## src/win_filter_params.svh

```systemverilog
`ifndef WIN_FILTER_PARAMS_SVH
`define WIN_FILTER_PARAMS_SVH

// Bits per grayscale pixel
`define PIX_W 8

// Window edge length; the encoder decodes widths 2 to 5
`define WIN_W 3

// Cells in one window
`define WIN_N (`WIN_W * `WIN_W)

// Pixels per image line
`define IMG_W 8

// Bits of a window position
`define POS_W 4

// Bits of the column and row counters
`define COL_W 4

`endif
```

## src/win_filter_pkg.sv

```systemverilog
`default_nettype none

`include "win_filter_params.svh"

package win_filter_pkg;

	typedef logic [`PIX_W-1:0] pixel_t;

	typedef logic [`POS_W-1:0] pos_t;

	typedef logic [`WIN_N-1:0] onehot_t;

	// Cell 0 is the oldest pixel of the top row
	typedef union packed {
		logic [`WIN_N*`PIX_W-1:0] flat;
		pixel_t [`WIN_N-1:0] cells;
	} win_u;

	typedef enum logic [1:0] {
		IDLE,
		FILL,
		RUN
	} fill_state_t;

	typedef struct packed {
		pixel_t median;
		pos_t pos;
	} filt_out_t;

endpackage

`default_nettype wire

```

## src/win_filter_top.sv

```systemverilog
`default_nettype none
`timescale 1ns/1ps

`include "win_filter_params.svh"

module win_filter_top (
	input logic clk,
	input logic rst,
	input logic frame_start,
	input logic pix_valid,
	input win_filter_pkg::pixel_t pix_data,
	output logic out_valid,
	output win_filter_pkg::filt_out_t out_data
);
	import win_filter_pkg::*;

	win_u window;
	logic [`COL_W-1:0] col;
	logic [`COL_W-1:0] row;
	fill_state_t fill_state; // Observed by the bound checks
	logic win_ready;

	window_buffer u_buf (
		.clk(clk),
		.rst(rst),
		.pix_valid(pix_valid),
		.pix_data(pix_data),
		.window(window)
	);

	pos_counter u_cnt (
		.clk(clk),
		.rst(rst),
		.frame_start(frame_start),
		.pix_valid(pix_valid),
		.col(col),
		.row(row)
	);

	fill_fsm u_fsm (
		.clk(clk),
		.rst(rst),
		.frame_start(frame_start),
		.pix_valid(pix_valid),
		.col(col),
		.row(row),
		.state(fill_state),
		.win_ready(win_ready)
	);

	rank_select u_rank (
		.clk(clk),
		.rst(rst),
		.window(window),
		.win_ready(win_ready),
		.out_valid(out_valid),
		.out_data(out_data)
	);

endmodule

`default_nettype wire

```

## src/rank_select.sv

```systemverilog
`default_nettype none
`timescale 1ns/1ps

`include "win_filter_params.svh"

module rank_select (
	input logic clk,
	input logic rst,
	input win_filter_pkg::win_u window,
	input logic win_ready,
	output logic out_valid,
	output win_filter_pkg::filt_out_t out_data
);
	import win_filter_pkg::*;

	localparam int MID = (`WIN_N - 1) / 2;

	logic [`POS_W-1:0] rank [`WIN_N];
	onehot_t med_hot;
	pos_t med_pos;

	// Ties are broken by cell index so every rank is distinct
	always_comb begin
		pixel_t ci;
		pixel_t cj;
		for (int i = 0; i < `WIN_N; i++) begin
			ci = window.flat[i*`PIX_W +: `PIX_W];
			rank[i] = '0;
			for (int j = 0; j < `WIN_N; j++) begin
				cj = window.flat[j*`PIX_W +: `PIX_W];
				if ((cj < ci) || ((cj == ci) && (j < i))) begin
					rank[i] = rank[i] + 1'b1;
				end
			end
		end
	end

	always_comb begin
		for (int i = 0; i < `WIN_N; i++) begin
			med_hot[i] = (rank[i] == MID[`POS_W-1:0]);
		end
	end

	position_encoder u_enc (
		.index(med_hot),
		.value(med_pos)
	);

	always_ff @(posedge clk) begin
		if (rst) begin
			out_valid <= 1'b0;
		end else begin
			out_valid <= win_ready;
		end
	end

	always_ff @(posedge clk) begin
		if (win_ready) begin
			out_data.median <= window.cells[med_pos];
			out_data.pos <= med_pos;
		end
	end

endmodule

`default_nettype wire

```

## src/fill_fsm.sv

```systemverilog
`default_nettype none
`timescale 1ns/1ps

`include "win_filter_params.svh"

module fill_fsm (
	input logic clk,
	input logic rst,
	input logic frame_start,
	input logic pix_valid,
	input logic [`COL_W-1:0] col,
	input logic [`COL_W-1:0] row,
	output win_filter_pkg::fill_state_t state,
	output logic win_ready
);
	import win_filter_pkg::*;

	localparam int EDGE = `WIN_W - 1;

	fill_state_t state_d;
	logic complete;

	// Pixel closes a window lying fully inside the image
	assign complete = pix_valid && (row >= EDGE[`COL_W-1:0]) && (col >= EDGE[`COL_W-1:0]);

	always_comb begin
		state_d = state;
		if (frame_start) begin
			state_d = FILL;
		end else begin
			case (state)
				FILL: if (complete) state_d = RUN;
				default: ;
			endcase
		end
	end

	always_ff @(posedge clk) begin
		if (rst) begin
			state <= IDLE;
			win_ready <= 1'b0;
		end else begin
			state <= state_d;
			win_ready <= complete && !frame_start && (state != IDLE);
		end
	end

endmodule

`default_nettype wire

```

## src/pos_counter.sv

```systemverilog
`default_nettype none
`timescale 1ns/1ps

`include "win_filter_params.svh"

module pos_counter (
	input logic clk,
	input logic rst,
	input logic frame_start,
	input logic pix_valid,
	output logic [`COL_W-1:0] col,
	output logic [`COL_W-1:0] row
);
	localparam int LAST_COL = `IMG_W - 1;

	logic active; // A frame has been started

	always_ff @(posedge clk) begin
		if (rst) begin
			active <= 1'b0;
			col <= '0;
			row <= '0;
		end else if (frame_start) begin
			active <= 1'b1;
			col <= '0;
			row <= '0;
		end else if (pix_valid && active) begin
			if (col == LAST_COL[`COL_W-1:0]) begin
				col <= '0;
				if (row != '1) begin
					row <= row + 1'b1; // Holds at max
				end
			end else begin
				col <= col + 1'b1;
			end
		end
	end

endmodule

`default_nettype wire

```

## src/window_buffer.sv

```systemverilog
`default_nettype none
`timescale 1ns/1ps

`include "win_filter_params.svh"

module window_buffer (
	input logic clk,
	input logic rst,
	input logic pix_valid,
	input win_filter_pkg::pixel_t pix_data,
	output win_filter_pkg::win_u window
);
	import win_filter_pkg::*;

	// One line buffer per row above the newest
	pixel_t line_buf [`WIN_W-1][`IMG_W];
	pixel_t col_in [`WIN_W]; // Column entering the window, 0 on top
	win_u win_q;

	assign window = win_q;

	// Bottom gets the new pixel, each line tap feeds the row above
	always_comb begin
		col_in[`WIN_W-1] = pix_data;
		for (int k = 1; k < `WIN_W; k++) begin
			col_in[`WIN_W-1-k] = line_buf[k-1][`IMG_W-1];
		end
	end

	always_ff @(posedge clk) begin
		if (pix_valid) begin
			for (int k = 0; k < `WIN_W-1; k++) begin
				line_buf[k][0] <= col_in[`WIN_W-1-k];
				for (int i = 1; i < `IMG_W; i++) begin
					line_buf[k][i] <= line_buf[k][i-1];
				end
			end
		end
	end

	always_ff @(posedge clk) begin
		if (rst) begin
			win_q <= '0;
		end else if (pix_valid) begin
			for (int r = 0; r < `WIN_W; r++) begin
				for (int c = 0; c < `WIN_W-1; c++) begin
					win_q.cells[r*`WIN_W+c] <= win_q.cells[r*`WIN_W+c+1]; // Shift left
				end
				win_q.cells[r*`WIN_W+`WIN_W-1] <= col_in[r];
			end
		end
	end

endmodule

`default_nettype wire

```

## src/position_encoder.sv

```systemverilog
`default_nettype none
`timescale 1ns/1ps

`include "win_filter_params.svh"

module position_encoder (
	input win_filter_pkg::onehot_t index,
	output win_filter_pkg::pos_t value
);
	import win_filter_pkg::*;

	generate
		case (`WIN_W)
			2: begin : g_w2
				always_comb begin
					case (index)
						onehot_t'(1): value = pos_t'(0);
						onehot_t'(2): value = pos_t'(1);
						onehot_t'(4): value = pos_t'(2);
						onehot_t'(8): value = pos_t'(3);
						default: value = pos_t'(0);
					endcase
				end
			end
			3: begin : g_w3
				always_comb begin
					case (index)
						onehot_t'(1): value = pos_t'(0);
						onehot_t'(2): value = pos_t'(1);
						onehot_t'(4): value = pos_t'(2);
						onehot_t'(8): value = pos_t'(3);
						onehot_t'(16): value = pos_t'(4);
						onehot_t'(32): value = pos_t'(5);
						onehot_t'(64): value = pos_t'(6);
						onehot_t'(128): value = pos_t'(7);
						onehot_t'(256): value = pos_t'(8);
						default: value = pos_t'(0); // None or several set
					endcase
				end
			end
			4: begin : g_w4
				always_comb begin
					case (index)
						onehot_t'(1): value = pos_t'(0);
						onehot_t'(2): value = pos_t'(1);
						onehot_t'(4): value = pos_t'(2);
						onehot_t'(8): value = pos_t'(3);
						onehot_t'(16): value = pos_t'(4);
						onehot_t'(32): value = pos_t'(5);
						onehot_t'(64): value = pos_t'(6);
						onehot_t'(128): value = pos_t'(7);
						onehot_t'(256): value = pos_t'(8);
						onehot_t'(512): value = pos_t'(9);
						onehot_t'(1024): value = pos_t'(10);
						onehot_t'(2048): value = pos_t'(11);
						onehot_t'(4096): value = pos_t'(12);
						onehot_t'(8192): value = pos_t'(13);
						onehot_t'(16384): value = pos_t'(14);
						onehot_t'(32768): value = pos_t'(15);
						default: value = pos_t'(0);
					endcase
				end
			end
			5: begin : g_w5
				always_comb begin
					case (index)
						onehot_t'(1): value = pos_t'(0);
						onehot_t'(2): value = pos_t'(1);
						onehot_t'(4): value = pos_t'(2);
						onehot_t'(8): value = pos_t'(3);
						onehot_t'(16): value = pos_t'(4);
						onehot_t'(32): value = pos_t'(5);
						onehot_t'(64): value = pos_t'(6);
						onehot_t'(128): value = pos_t'(7);
						onehot_t'(256): value = pos_t'(8);
						onehot_t'(512): value = pos_t'(9);
						onehot_t'(1024): value = pos_t'(10);
						onehot_t'(2048): value = pos_t'(11);
						onehot_t'(4096): value = pos_t'(12);
						onehot_t'(8192): value = pos_t'(13);
						onehot_t'(16384): value = pos_t'(14);
						onehot_t'(32768): value = pos_t'(15);
						onehot_t'(65536): value = pos_t'(16);
						onehot_t'(131072): value = pos_t'(17);
						onehot_t'(262144): value = pos_t'(18);
						onehot_t'(524288): value = pos_t'(19);
						onehot_t'(1048576): value = pos_t'(20);
						onehot_t'(2097152): value = pos_t'(21);
						onehot_t'(4194304): value = pos_t'(22);
						onehot_t'(8388608): value = pos_t'(23);
						onehot_t'(16777216): value = pos_t'(24);
						default: value = pos_t'(0);
					endcase
				end
			end
			default: begin : g_none
				assign value = '0; // Width not supported
			end
		endcase
	endgenerate

endmodule

`default_nettype wire

```

## config.mk

```make
export PLATFORM = sky130hd
export DESIGN_NAME = win_filter_top
export DESIGN_NICKNAME = d
export VERILOG_FILES = /design/src/win_filter_pkg.sv /design/src/win_filter_top.sv /design/src/rank_select.sv /design/src/fill_fsm.sv /design/src/pos_counter.sv /design/src/window_buffer.sv /design/src/position_encoder.sv
export VERILOG_INCLUDE_DIRS = /design/src
export SDC_FILE = /design/constraint.sdc
export NUM_CORES = 1
export LEC_CHECK = 0
export BUFFER_PORTS_ARGS = -buffer_cell sky130_fd_sc_hd__buf_2
export CAP_MARGIN = 5
export CORE_MARGIN = 8
export CORE_UTILIZATION = 60
export CTS_BUF_LIST = sky130_fd_sc_hd__clkbuf_8
export CTS_CLUSTER_SIZE = 12
export DETAILED_ROUTE_END_ITERATION = 16
export PLACE_DENSITY_LB_ADDON = 0.2
export SETUP_SLACK_MARGIN = 0.2
export SYNTH_ARGS = -nofsm -noshare
export SYNTH_HDL_FRONTEND = slang
export SYNTH_SLANG_ARGS = --single-unit
```

## constraint.sdc

```tcl
create_clock -name clk -period 10.79 [get_ports clk]
set_clock_uncertainty 0.1 [all_clocks]
set_input_delay 0 -clock clk [delete_from_list [all_inputs] [get_ports clk]]
set_output_delay 0 -clock clk [all_outputs]
set_load 0.1 [all_outputs]
```

==> flow_summary_export.csv, run 1 <==
group,metric,value,unit
cts,clock_sinks,225,
cts,ctsResizeCount,0,
sta,setup_tns,0,ns
sta,setup_viol,0,
routing,wl_per_cell,23.0,um
grt,grt_pass1_wl,85.0,mm
worst_setup_path,r2r-start,"u_buf.window[1]",
floorplan,initial_core_util,60.9,%
synthesis,synth.distinct_cells,110,
worst_setup_path,cp_slowest_stage_delay,0.74,ns
worst_setup_path,critPathKind,"reg -> reg",
cts,cts_buffers,31,
synthesis,syn_area_per_cell,9.89,um2
worst_setup_path,rrSetupSlack,1.90,ns
cts,cts_tree,"yes",
cells_and_area,seq_area,5910,um2
routing,drt_iter0_drc,1510,
sta,hold_violations,0,
sta,rsz0062_at_grt,"false",
worst_setup_path,cp.required,11.12,ns
synthesis,synth.top_cell.area_share,22.9,%
worst_setup_path,worstSetupStartpointType,"flop",
sta,fin_ws,1.90,ns
grt,grt_max_degree,89,
sta,period_minus_slack,8.89,ns
sta,max_freq,0.113,GHz
cells_and_area,final_common_cell,"ha_1",
placed_design,port_buffers,24,
worst_setup_path,r2r-end,"u_rank.out_data[11]",
flow_run,drv_cap,0,
cts,root_buffer,"clkbuf_8",
power_and_ir_drop,power.leakage,9.02,nW
synthesis,synth.area.top_cells,"ha_1 23%, edfxtp_1 22%, dfxtp_1 8.9%, mux2i_1 6.2%, a21oi_1 3.4%",
worst_setup_path,path_max_fanout,10,
hold_path,holdPathStages,2,
sta,period_share,82.4,%
grt,grt_pass1_vias,14900,
sta,tightest_slew,1.19,ns
routing,ant_nets,0,
worst_setup_path,cp_num_buf_inv,2,
worst_setup_path,crit_arrival,9.21,ns
synthesis,yosysTopAreaCell,"ha_1",
grt,gr-usage-all-layers,28.5,%
cts,h-tree-depth,1,
worst_setup_path,cpLargestDelayFamily,"compound AO/OA/AOI/OAI gates",
cells_and_area,layout_common_cells,"350 x ha_1, 163 x nor2_1, 142 x inv_1, 140 x edfxtp_1, 129 x a21oi_1",
hold_path,min_to,"u_buf.line_buf[0][59]",
hold_path,hold_class,"in -> reg",
routing,drc,0,
status,status,"finished clean",
floorplan,die_y,195,um
floorplan,rows,65,
sta,maxSlewViolCount,0,
placed_design,hpwlAfterDp,41.7,mm
hold_path,hold_start,"pix_data[3]",
worst_setup_path,crit_slowest_cell,"nor3_2",
synthesis,ys_ff_latch,225,
floorplan,coreArea,31500,um2
sta,slew_headroom,20.3,%
cts,clock_path_buffers,3,
placed_design,place_congestion,1.03,
synthesis,syn-cell-area,19200,um2
cells_and_area,area_delta_synth_final,7.34,%
placed_design,dp_slack,2.08,ns
synthesis,synth_edf_count,140,
worst_setup_path,r2r_cells,31,
cells_and_area,nFillCells,2505,
grt,gr-total-overflow,0,
floorplan,die_area,37900,um2
worst_setup_path,crit_cells,31,
synthesis,ys.flop_type,"edfxtp_1",
power_and_ir_drop,powerDensity,287,nW/um2
routing,wirelength,55.7,mm
synthesis,syn_nets,2298,
floorplan,die_w,195,um
synthesis,synthCells,1936,
cells_and_area,num-nets-final,2354,
routing,vias_per_cell,6.45,
cts,clk_pin_slew,0.09,ns
grt,antenna_found_initial,0,
power_and_ir_drop,vdd_drop_max,0.526,mV
worst_setup_path,crit_top_cell,"ha_1",
worst_setup_path,end_kind,"flop",
routing,firstDrtPassIters,6,
cells_and_area,drive_above_1_share,7.98,%
cells_and_area,multi_input_area,12600,um2
cells_and_area,num_antenna_cells,0,
synthesis,async_flop_share,0,%
routing,vias,15600,
floorplan,io_pins,25,
synthesis,yosysWarnings,0,
synthesis,seq_area_frac_synth,30.8,%
cts,clkLatencyLatePin,0.58,ns
[power breakdown]
part | internal [mW] | switching [mW]
clock | 0.360 | 0.320
sequential | 1.04 | 0.0387
combinational | 1.78 | 2.37
[cells in the mapped netlist, types with 35 or more instances]
cell / n
a21oi_1: 129
dfxtp_1: 85
edfxtp_1: 140
ha_1: 350
inv_1: 128
mux2i_1: 118
nand2_1: 115
nand3_1: 35
nand4_1: 46
nor2_1: 163
nor2b_1: 43
o21ai_0: 58
xnor2_1: 46
[layout make-up]
cell class                 instances  area share, %
timing repair buffer              53           1.83
clock inverter                    21          0.706
tap                              402           2.45
sequential                       225           28.7
clock buffer                      37           2.48
inverter                         130           2.37
multi-input combinational       1551           61.4
[routing by layer]
| layer | track usage [%] | vias to the layer above | wire length (um) |
|---|---|---|---|
| li1 | - | 7394 | - |
| met4 | 14.3 | 0 | 3240 |
| met5 | 0 | - | 0 |
| met2 | 44.4 | 582 | 23900 |
| met1 | 38.3 | 7467 | 24400 |
| met3 | 4.34 | 169 | 4190 |
[worst max path at each step]
| stage | start | end | slack, ns |
|---|---|---|---|
| after floorplan | u_buf.window[31] | u_rank.out_data[10] | 3.22 |
| final | u_buf.window[1] | u_rank.out_data[11] | 1.90 |
| after detailed placement | u_buf.window[1] | u_rank.out_data[5] | 2.08 |
| after global placement | u_buf.window[1] | u_rank.out_data[6] | 2.34 |
| after global routing | u_buf.window[1] | u_rank.out_data[8] | 1.45 |
| after CTS | u_buf.window[1] | u_rank.out_data[11] | 2.06 |
[timing repair]
item	in CTS	in global routing
hold buffers	11	0
buffers inserted	0	0
endpoints found under the hold margin	105	0
endpoints found under the setup margin	0	0
[metrics by stage]
stage          util (%)  hold slack [ns]  cells  power (mW)  instance area [um2]
6_report           65.3           0.0804   2419        5.90                20600
5_1_grt            65.3           0.0614   2419        6.31                20600
4_1_cts            65.3           0.0608   2419        5.84                20600
3_5_place_dp       62.9            0.104   2350        5.15                19800
3_3_place_gp       62.9            0.101   2350        4.96                19800
2_1_floorplan         -         -0.00113   1936        4.32                19200
[state kept, by name, summed over array words and instances, names as in the netlist]
name	cells
u_buf.line_buf	128
u_buf.window	72
u_cnt.active	1
u_cnt.col	4
u_cnt.row	4
u_fsm.state	2
u_fsm.win_ready	1
u_rank.out_data	12
u_rank.out_valid	1
[logic make-up after synthesis]
| kind of cell | synth area share (%) |
|---|---|
| AND/OR/NAND/NOR | 14.3 |
| AO/OA/AOI/OAI | 16.0 |
| adder cells (fa/ha/maj) | 22.9 |
| flip-flops | 30.8 |
| buffers and inverters | 3.24 |
| multiplexers | 6.90 |
| XOR/XNOR | 5.85 |
(Power assumes the default switching activity.)
==> inputs of run 2 (changes only) <==
--- a/config.mk
+++ b/config.mk
@@ -6,6 +6,7 @@
 export SDC_FILE = /design/constraint.sdc
 export NUM_CORES = 1
 export LEC_CHECK = 0
+export ABC_AREA = 1
 export BUFFER_PORTS_ARGS = -buffer_cell sky130_fd_sc_hd__buf_2
 export CAP_MARGIN = 5
 export CORE_MARGIN = 8
==> constraint.sdc (replaced) <==
create_clock -name clk -period 8.5 [get_ports clk]
set_clock_uncertainty 0.1 [all_clocks]
set_input_delay 0 -clock clk [delete_from_list [all_inputs] [get_ports clk]]
set_output_delay 0 -clock clk [all_outputs]
set_load 0.1 [all_outputs]
==> flow_summary_export.csv, run 2 <==
group,metric,value,unit
status,status,"finished clean",
grt,grt_max_degree,91,
cells_and_area,area_delta_synth_final,8.04,%
sta,setup_tns,0,ns
cts,h-tree-depth,2,
worst_setup_path,cp_slowest_stage_delay,0.58,ns
worst_setup_path,r2r-end,"u_rank.out_data[10]",
worst_setup_path,critPathKind,"reg -> reg",
synthesis,muxShareOfSynthArea,0,%
worst_setup_path,r2r_cells,39,
grt,grt_pass1_vias,17500,
placed_design,dp_slack,0.775,ns
cts,clk_pin_slew,0.06,ns
power_and_ir_drop,vdd_drop_max,0.319,mV
routing,wl_per_cell,19.4,um
routing,firstDrtPassIters,9,
cells_and_area,regMostFlops,"u_buf.line_buf",
floorplan,io_pins,25,
synthesis,yosysMostFrequentCell,"nand2_1",
cts,clkLatencyLatePin,0.57,ns
synthesis,synth.area.top_cells,"ha_1 22%, edfxtp_1 21%, nand2_1 14%, dfxtp_1 8.7%, nand3_1 6.8%",
sta,fin_ws,0.608,ns
sta,rsz0062_at_grt,"false",
synthesis,synth.top_cell.area_share,22.3,%
worst_setup_path,rrSetupSlack,0.61,ns
synthesis,yosysTopAreaCell,"ha_1",
synthesis,syn_nets,2970,
synthesis,yosys.area_share.xor_xnor,0.293,%
cells_and_area,num-nets-final,3035,
hold_path,hold_start,"rst",
synthesis,synth_top_family_by_area,"simple AND/OR/NAND/NOR gates",
cells_and_area,largest_reg_flops,128,
worst_setup_path,path_max_fanout,34,
sta,period_minus_slack,7.89,ns
synthesis,yosysWarnings,0,
hold_path,hold_class,"in -> reg",
cells_and_area,nFillCells,2764,
worst_setup_path,cp.required,8.70,ns
placed_design,place_congestion,1.07,
cts,cts_tree,"yes",
grt,gr-total-overflow,0,
synthesis,ys_top_cells_by_count,"712 x nand2_1, 350 x ha_1, 344 x inv_1",
synthesis,ys.flop_type,"edfxtp_1",
cells_and_area,final_common_cell,"nand2_1",
synthesis,synth-adder-area-share,22.3,%
worst_setup_path,end_kind,"flop",
sta,maxSlewViolCount,0,
routing,ant_nets,0,
worst_setup_path,crit_arrival,8.09,ns
sta,tightest_slew,0.961,ns
synthesis,synth-simple-area-share,30.9,%
cells_and_area,drive_above_1_share,7.74,%
synthesis,synthCells,2608,
sta,period_share,92.8,%
synthesis,synth_edf_count,140,
worst_setup_path,crit_top_cell,"nand2_1",
grt,gr-usage-all-layers,31.2,%
synthesis,seq_area_frac_synth,30.1,%
floorplan,die_y,197,um
grt,grt_pass1_wl,94.1,mm
synthesis,synth.distinct_cells,52,
cts,root_buffer,"clkbuf_8",
floorplan,rows,66,
worst_setup_path,critPathLaunch,"u_buf.window[7]",
cts,clock_sinks,225,
floorplan,die_w,197,um
routing,vias,18400,
floorplan,coreArea,32400,um2
placed_design,place_area,20300,um2
power_and_ir_drop,power.leakage,10.9,nW
synthesis,synth_compound_area_share,8.50,%
worst_setup_path,r2r-start,"u_buf.window[7]",
grt,antenna_found_initial,2,
power_and_ir_drop,powerDensity,319,nW/um2
cells_and_area,layout_common_cells,"712 x nand2_1, 357 x inv_1, 350 x ha_1, 265 x nand3_1, 211 x nor2_1",
routing,drc,0,
sta,setup_viol,0,
routing,drt_iter0_drc,1738,
placed_design,hpwlAfterDp,45.7,mm
sta,max_freq,0.127,GHz
floorplan,initial_core_util,60.6,%
placed_design,port_buffers,24,
cells_and_area,finalInstanceArea,21200,um2
synthesis,async_flop_share,0,%
worst_setup_path,crit_end,"u_rank.out_data[10]",
cts,cts_buffers,37,
routing,vias_per_cell,5.85,
synthesis,syn-cell-area,19600,um2
sta,slew_headroom,35.9,%
sta,whs,0.104,ns
flow_run,drv_cap,0,
synthesis,ys_ff_latch,225,
worst_setup_path,worstSetupStartpointType,"flop",
synthesis,syn_area_per_cell,7.52,um2
cts,clock_path_buffers,3,
sta,hold_violations,0,
worst_setup_path,crit_slowest_cell,"dfxtp_1",
cts,post_cts_buffers,0,
routing,wirelength,61.0,mm
floorplan,die_area,38700,um2
==> run 2: cell types whose count changed in the layout (fill, tap and decap cells not counted), moves of 45 or more <==
cell | previous run | this run
nand3_1 | 35 | 265
inv_1 | 142 | 357
a211oi_1 | 10 | 78
nor2_1 | 163 | 211
xnor2_1 | 46 | 1
nand2_1 | 115 | 712
mux2i_1 | 118 | 0
==> run 2: area by class of cell <==
cell class / count / area, um2 / area share [%]
diodes: 1 / 2.50 / 0.0118
clock buffers: 45 / 619 / 2.92
clock inverters: 23 / 155 / 0.732
inverters: 363 / 1370 / 6.44
multi-input cells: 1985 / 12200 / 57.4
flip-flops and latches: 225 / 5910 / 27.9
well taps: 442 / 553 / 2.61
repair buffers: 61 / 432 / 2.04
==> run 2: logic make-up after synthesis <==
kind of cell               Yosys count
and+or+nand+nor                   1364
buffers and inverters              398
adders and majority gates          350
AOI/OAI and AO/OA                  266
DFF                                225
xor gates and xnor gates             5
==> run 2: layer usage <==
metal | up-vias | track usage (%) | routed length (um)
li1 | 8927 | - | -
met1 | 8473 | 38.1 | 24600
met2 | 777 | 49.5 | 26000
met3 | 234 | 5.92 | 5410
met4 | 2 | 21.4 | 5000
met5 | - | 0 | 12
==> run 2: repair_timing <==
action	4_1_cts	5_1_grt
hold endpoints to repair	43	0
hold buffers	10	0
gates resized for setup	0	0
setup endpoints to repair	0	0
==> run 2: worst max-delay path, delay by kind of cell (launching register included) <==
kind | cells | cell delay (ns)
compound gates | 3 | 0.72
xor+xnor | 1 | 0.29
fa+ha+maj | 7 | 2.00
buf+inv | 8 | 0.95
flops | 1 | 0.58
simple gates | 20 | 2.95
==> run 2: through the flow <==
stage	utilization (%)	cells	total power, mW
6_report	65.5	3145	6.76
5_1_grt	65.5	3145	7.41
4_1_cts	65.5	3144	6.68
3_5_place_dp	62.8	3066	5.67
3_3_place_gp	62.8	3066	5.52
2_1_floorplan	-	2608	4.88
==> run 2: power breakdown <==
part	switching (mW)	leakage [nW]	internal [mW]	total, mW
registers	0.0592	2.06	1.30	1.36
logic	2.91	8.38	1.49	4.39
clock network	0.454	0.448	0.545	0.999
total	3.42	10.9	3.33	6.76
==> run 2: worst min path at each step <==
stage                                       end  slack (ns)  depth (start not counted)
final                              u_cnt.active        0.10                          3
after global routing               u_cnt.active        0.11                          3
after CTS                          u_cnt.active        0.06                          3
after detailed placement  u_buf.line_buf[0][58]        0.13                          1
after global placement    u_buf.line_buf[0][59]        0.14                          1
after floorplan           u_buf.line_buf[0][56]      -0.001                          0
==> inputs of run 3 (changes only) <==
--- a/config.mk
+++ b/config.mk
@@ -10,7 +10,7 @@
 export BUFFER_PORTS_ARGS = -buffer_cell sky130_fd_sc_hd__buf_2
 export CAP_MARGIN = 5
 export CORE_MARGIN = 8
-export CORE_UTILIZATION = 60
+export CORE_UTILIZATION = 53
 export CTS_BUF_LIST = sky130_fd_sc_hd__clkbuf_8
 export CTS_CLUSTER_SIZE = 12
 export DETAILED_ROUTE_END_ITERATION = 16
==> flow_summary_export.csv, run 3 (synthesized netlist as in run 2, its figures left out) <==
group,metric,value,unit
status,status,"finished clean",
routing,wirelength,62.9,mm
routing,vias_per_cell,5.74,
sta,setup_viol,0,
cts,h-tree-depth,2,
cells_and_area,num-nets-final,3038,
routing,firstDrtPassIters,6,
worst_setup_path,worstSetupStartpointType,"flop",
grt,use_met1,37.1,%
sta,maxSlewViolCount,0,
grt,grt_pass1_wl,97.2,mm
floorplan,die_area,43400,um2
worst_setup_path,cp_slowest_stage_delay,0.62,ns
worst_setup_path,end_kind,"flop",
floorplan,coreArea,36500,um2
worst_setup_path,r2r_cells,39,
placed_design,hpwlAfterDp,46.8,mm
cts,clock_sinks,225,
flow_run,drv_cap,0,
floorplan,initial_core_util,53.7,%
worst_setup_path,crit_slowest_cell,"dfxtp_1",
worst_setup_path,r2r-start,"u_buf.window[3]",
worst_setup_path,crit_top_cell,"nand2_1",
routing,ant_nets,0,
placed_design,port_buffers,24,
sta,slew_headroom,31.1,%
routing,vias,18200,
routing,drc,0,
floorplan,die_w,208,um
cts,clock_path_buffers,3,
cells_and_area,largest_reg_flops,128,
hold_path,holdPathStages,2,
floorplan,rows,70,
routing,wl_per_cell,19.8,um
power_and_ir_drop,power.leakage,10.9,nW
grt,gr-total-overflow,0,
sta,rsz0062_at_grt,"false",
placed_design,dp_slack,0.767,ns
power_and_ir_drop,powerDensity,320,nW/um2
cts,cts_tree,"yes",
cells_and_area,fin_util,58.0,%
placed_design,place_congestion,0.993,
worst_setup_path,crit_arrival,8.06,ns
sta,period_share,92.1,%
cells_and_area,nFillCells,3352,
worst_setup_path,rrSetupSlack,0.67,ns
cts,root_buffer,"clkbuf_8",
hold_path,hold_start,"pix_data[5]",
worst_setup_path,cpLargestDelayFamily,"simple AND/OR/NAND/NOR gates",
cells_and_area,final_common_cell,"nand2_1",
worst_setup_path,critPathKind,"reg -> reg",
grt,grt.busiest_layer,"met2",
cts,clk_pin_slew,0.07,ns
cts,clkLatencyLatePin,0.57,ns
power_and_ir_drop,vdd_drop_max,0.233,mV
grt,grt_pass1_vias,17600,
worst_setup_path,cp.required,8.73,ns
hold_path,hold_class,"in -> reg",
cells_and_area,num_antenna_cells,0,
worst_setup_path,r2r-end,"u_rank.out_data[10]",
sta,period_minus_slack,7.83,ns
worst_setup_path,cp_num_buf_inv,8,
cells_and_area,layout_common_cells,"712 x nand2_1, 362 x inv_1, 350 x ha_1, 265 x nand3_1, 209 x nor2_1",
cells_and_area,drive_above_1_share,7.73,%
sta,fin_ws,0.673,ns
grt,gr-usage-met3,5.10,%
sta,setup_tns,0,ns
cells_and_area,regMostFlops,"u_buf.line_buf",
grt,grt_max_degree,87,
routing,drt_iter0_drc,1501,
cts,cts_buffers,36,
floorplan,die_y,208,um
grt,antenna_found_initial,0,
worst_setup_path,path_max_fanout,14,
hold_path,min_to,"u_buf.line_buf[0][61]",
cells_and_area,area_delta_synth_final,8.00,%
grt,gr-usage-all-layers,28.6,%
floorplan,io_pins,25,
sta,max_freq,0.128,GHz
power_and_ir_drop,power.total,6.77,mW
cts,post_cts_buffers,0,
sta,tightest_slew,1.03,ns
grt,use_met2,45.3,%
sta,hold_violations,0,
-- run 3: cell count changes in the layout (fill, tap and decap cells not counted), sizes merged --
cell,before,now
buf,50,53
clkinv,9,12
clkbuf,46,37
inv,375,379
o21ai,36,37
diode,1,0
-- run 3: stage by stage --
step	std cells	cell area, um2	hold slack (ns)
2_1_floorplan	2608	19600	-0.00113
3_3_place_gp	3095	20400	0.101
3_5_place_dp	3095	20400	0.0979
4_1_cts	3171	21200	0.0523
5_1_grt	3172	21200	0.0662
6_report	3172	21200	0.0734
-- run 3: cell type report --
cell class / count / area (um2) / area share (%)
clock buffers: 36 / 495 / 2.34
clock inverters: 30 / 205 / 0.968
inverters: 363 / 1370 / 6.44
multi-input cells: 1986 / 12200 / 57.5
flip-flops and latches: 225 / 5910 / 27.9
well taps: 468 / 586 / 2.76
repair buffers: 64 / 454 / 2.14
-- run 3: timing repair --
item                                    4_1_cts  5_1_grt
endpoints found under the setup margin        0        8
hold buffers                                 10        0
resized for setup                             0        2
endpoints found under the hold margin        91        0
-- run 3: metal layers --
| metal | part of all wire [%] | vias up | wire [um] |
|---|---|---|---|
| met5 | 0 | - | 0 |
| met4 | 6.2 | 0 | 3930 |
| met3 | 7.9 | 188 | 5000 |
| met2 | 43 | 676 | 26800 |
| met1 | 43 | 8407 | 27200 |
| li1 | - | 8940 | - |
-- run 3: where the power goes --
| group | switching [mW] | internal, mW | leakage (nW) | total, mW |
|---|---|---|---|---|
| sequential | 0.0618 | 1.30 | 2.06 | 1.37 |
| combinational | 2.97 | 1.50 | 8.39 | 4.48 |
| clock | 0.465 | 0.466 | 0.424 | 0.931 |
-- run 3: worst max path at each step --
stage,startpoint,end,slack (ns),cells past startpoint
CTS,u_buf.window[3],u_rank.out_data[7],0.72,40
finish,u_buf.window[3],u_rank.out_data[10],0.67,39
floorplan,u_buf.window[7],u_rank.out_data[10],2.31,40
detailed placement,u_buf.window[3],u_rank.out_data[10],0.77,40
global placement,u_buf.window[3],u_rank.out_data[10],0.75,40
global route,u_buf.window[3],u_rank.out_data[7],0.22,40
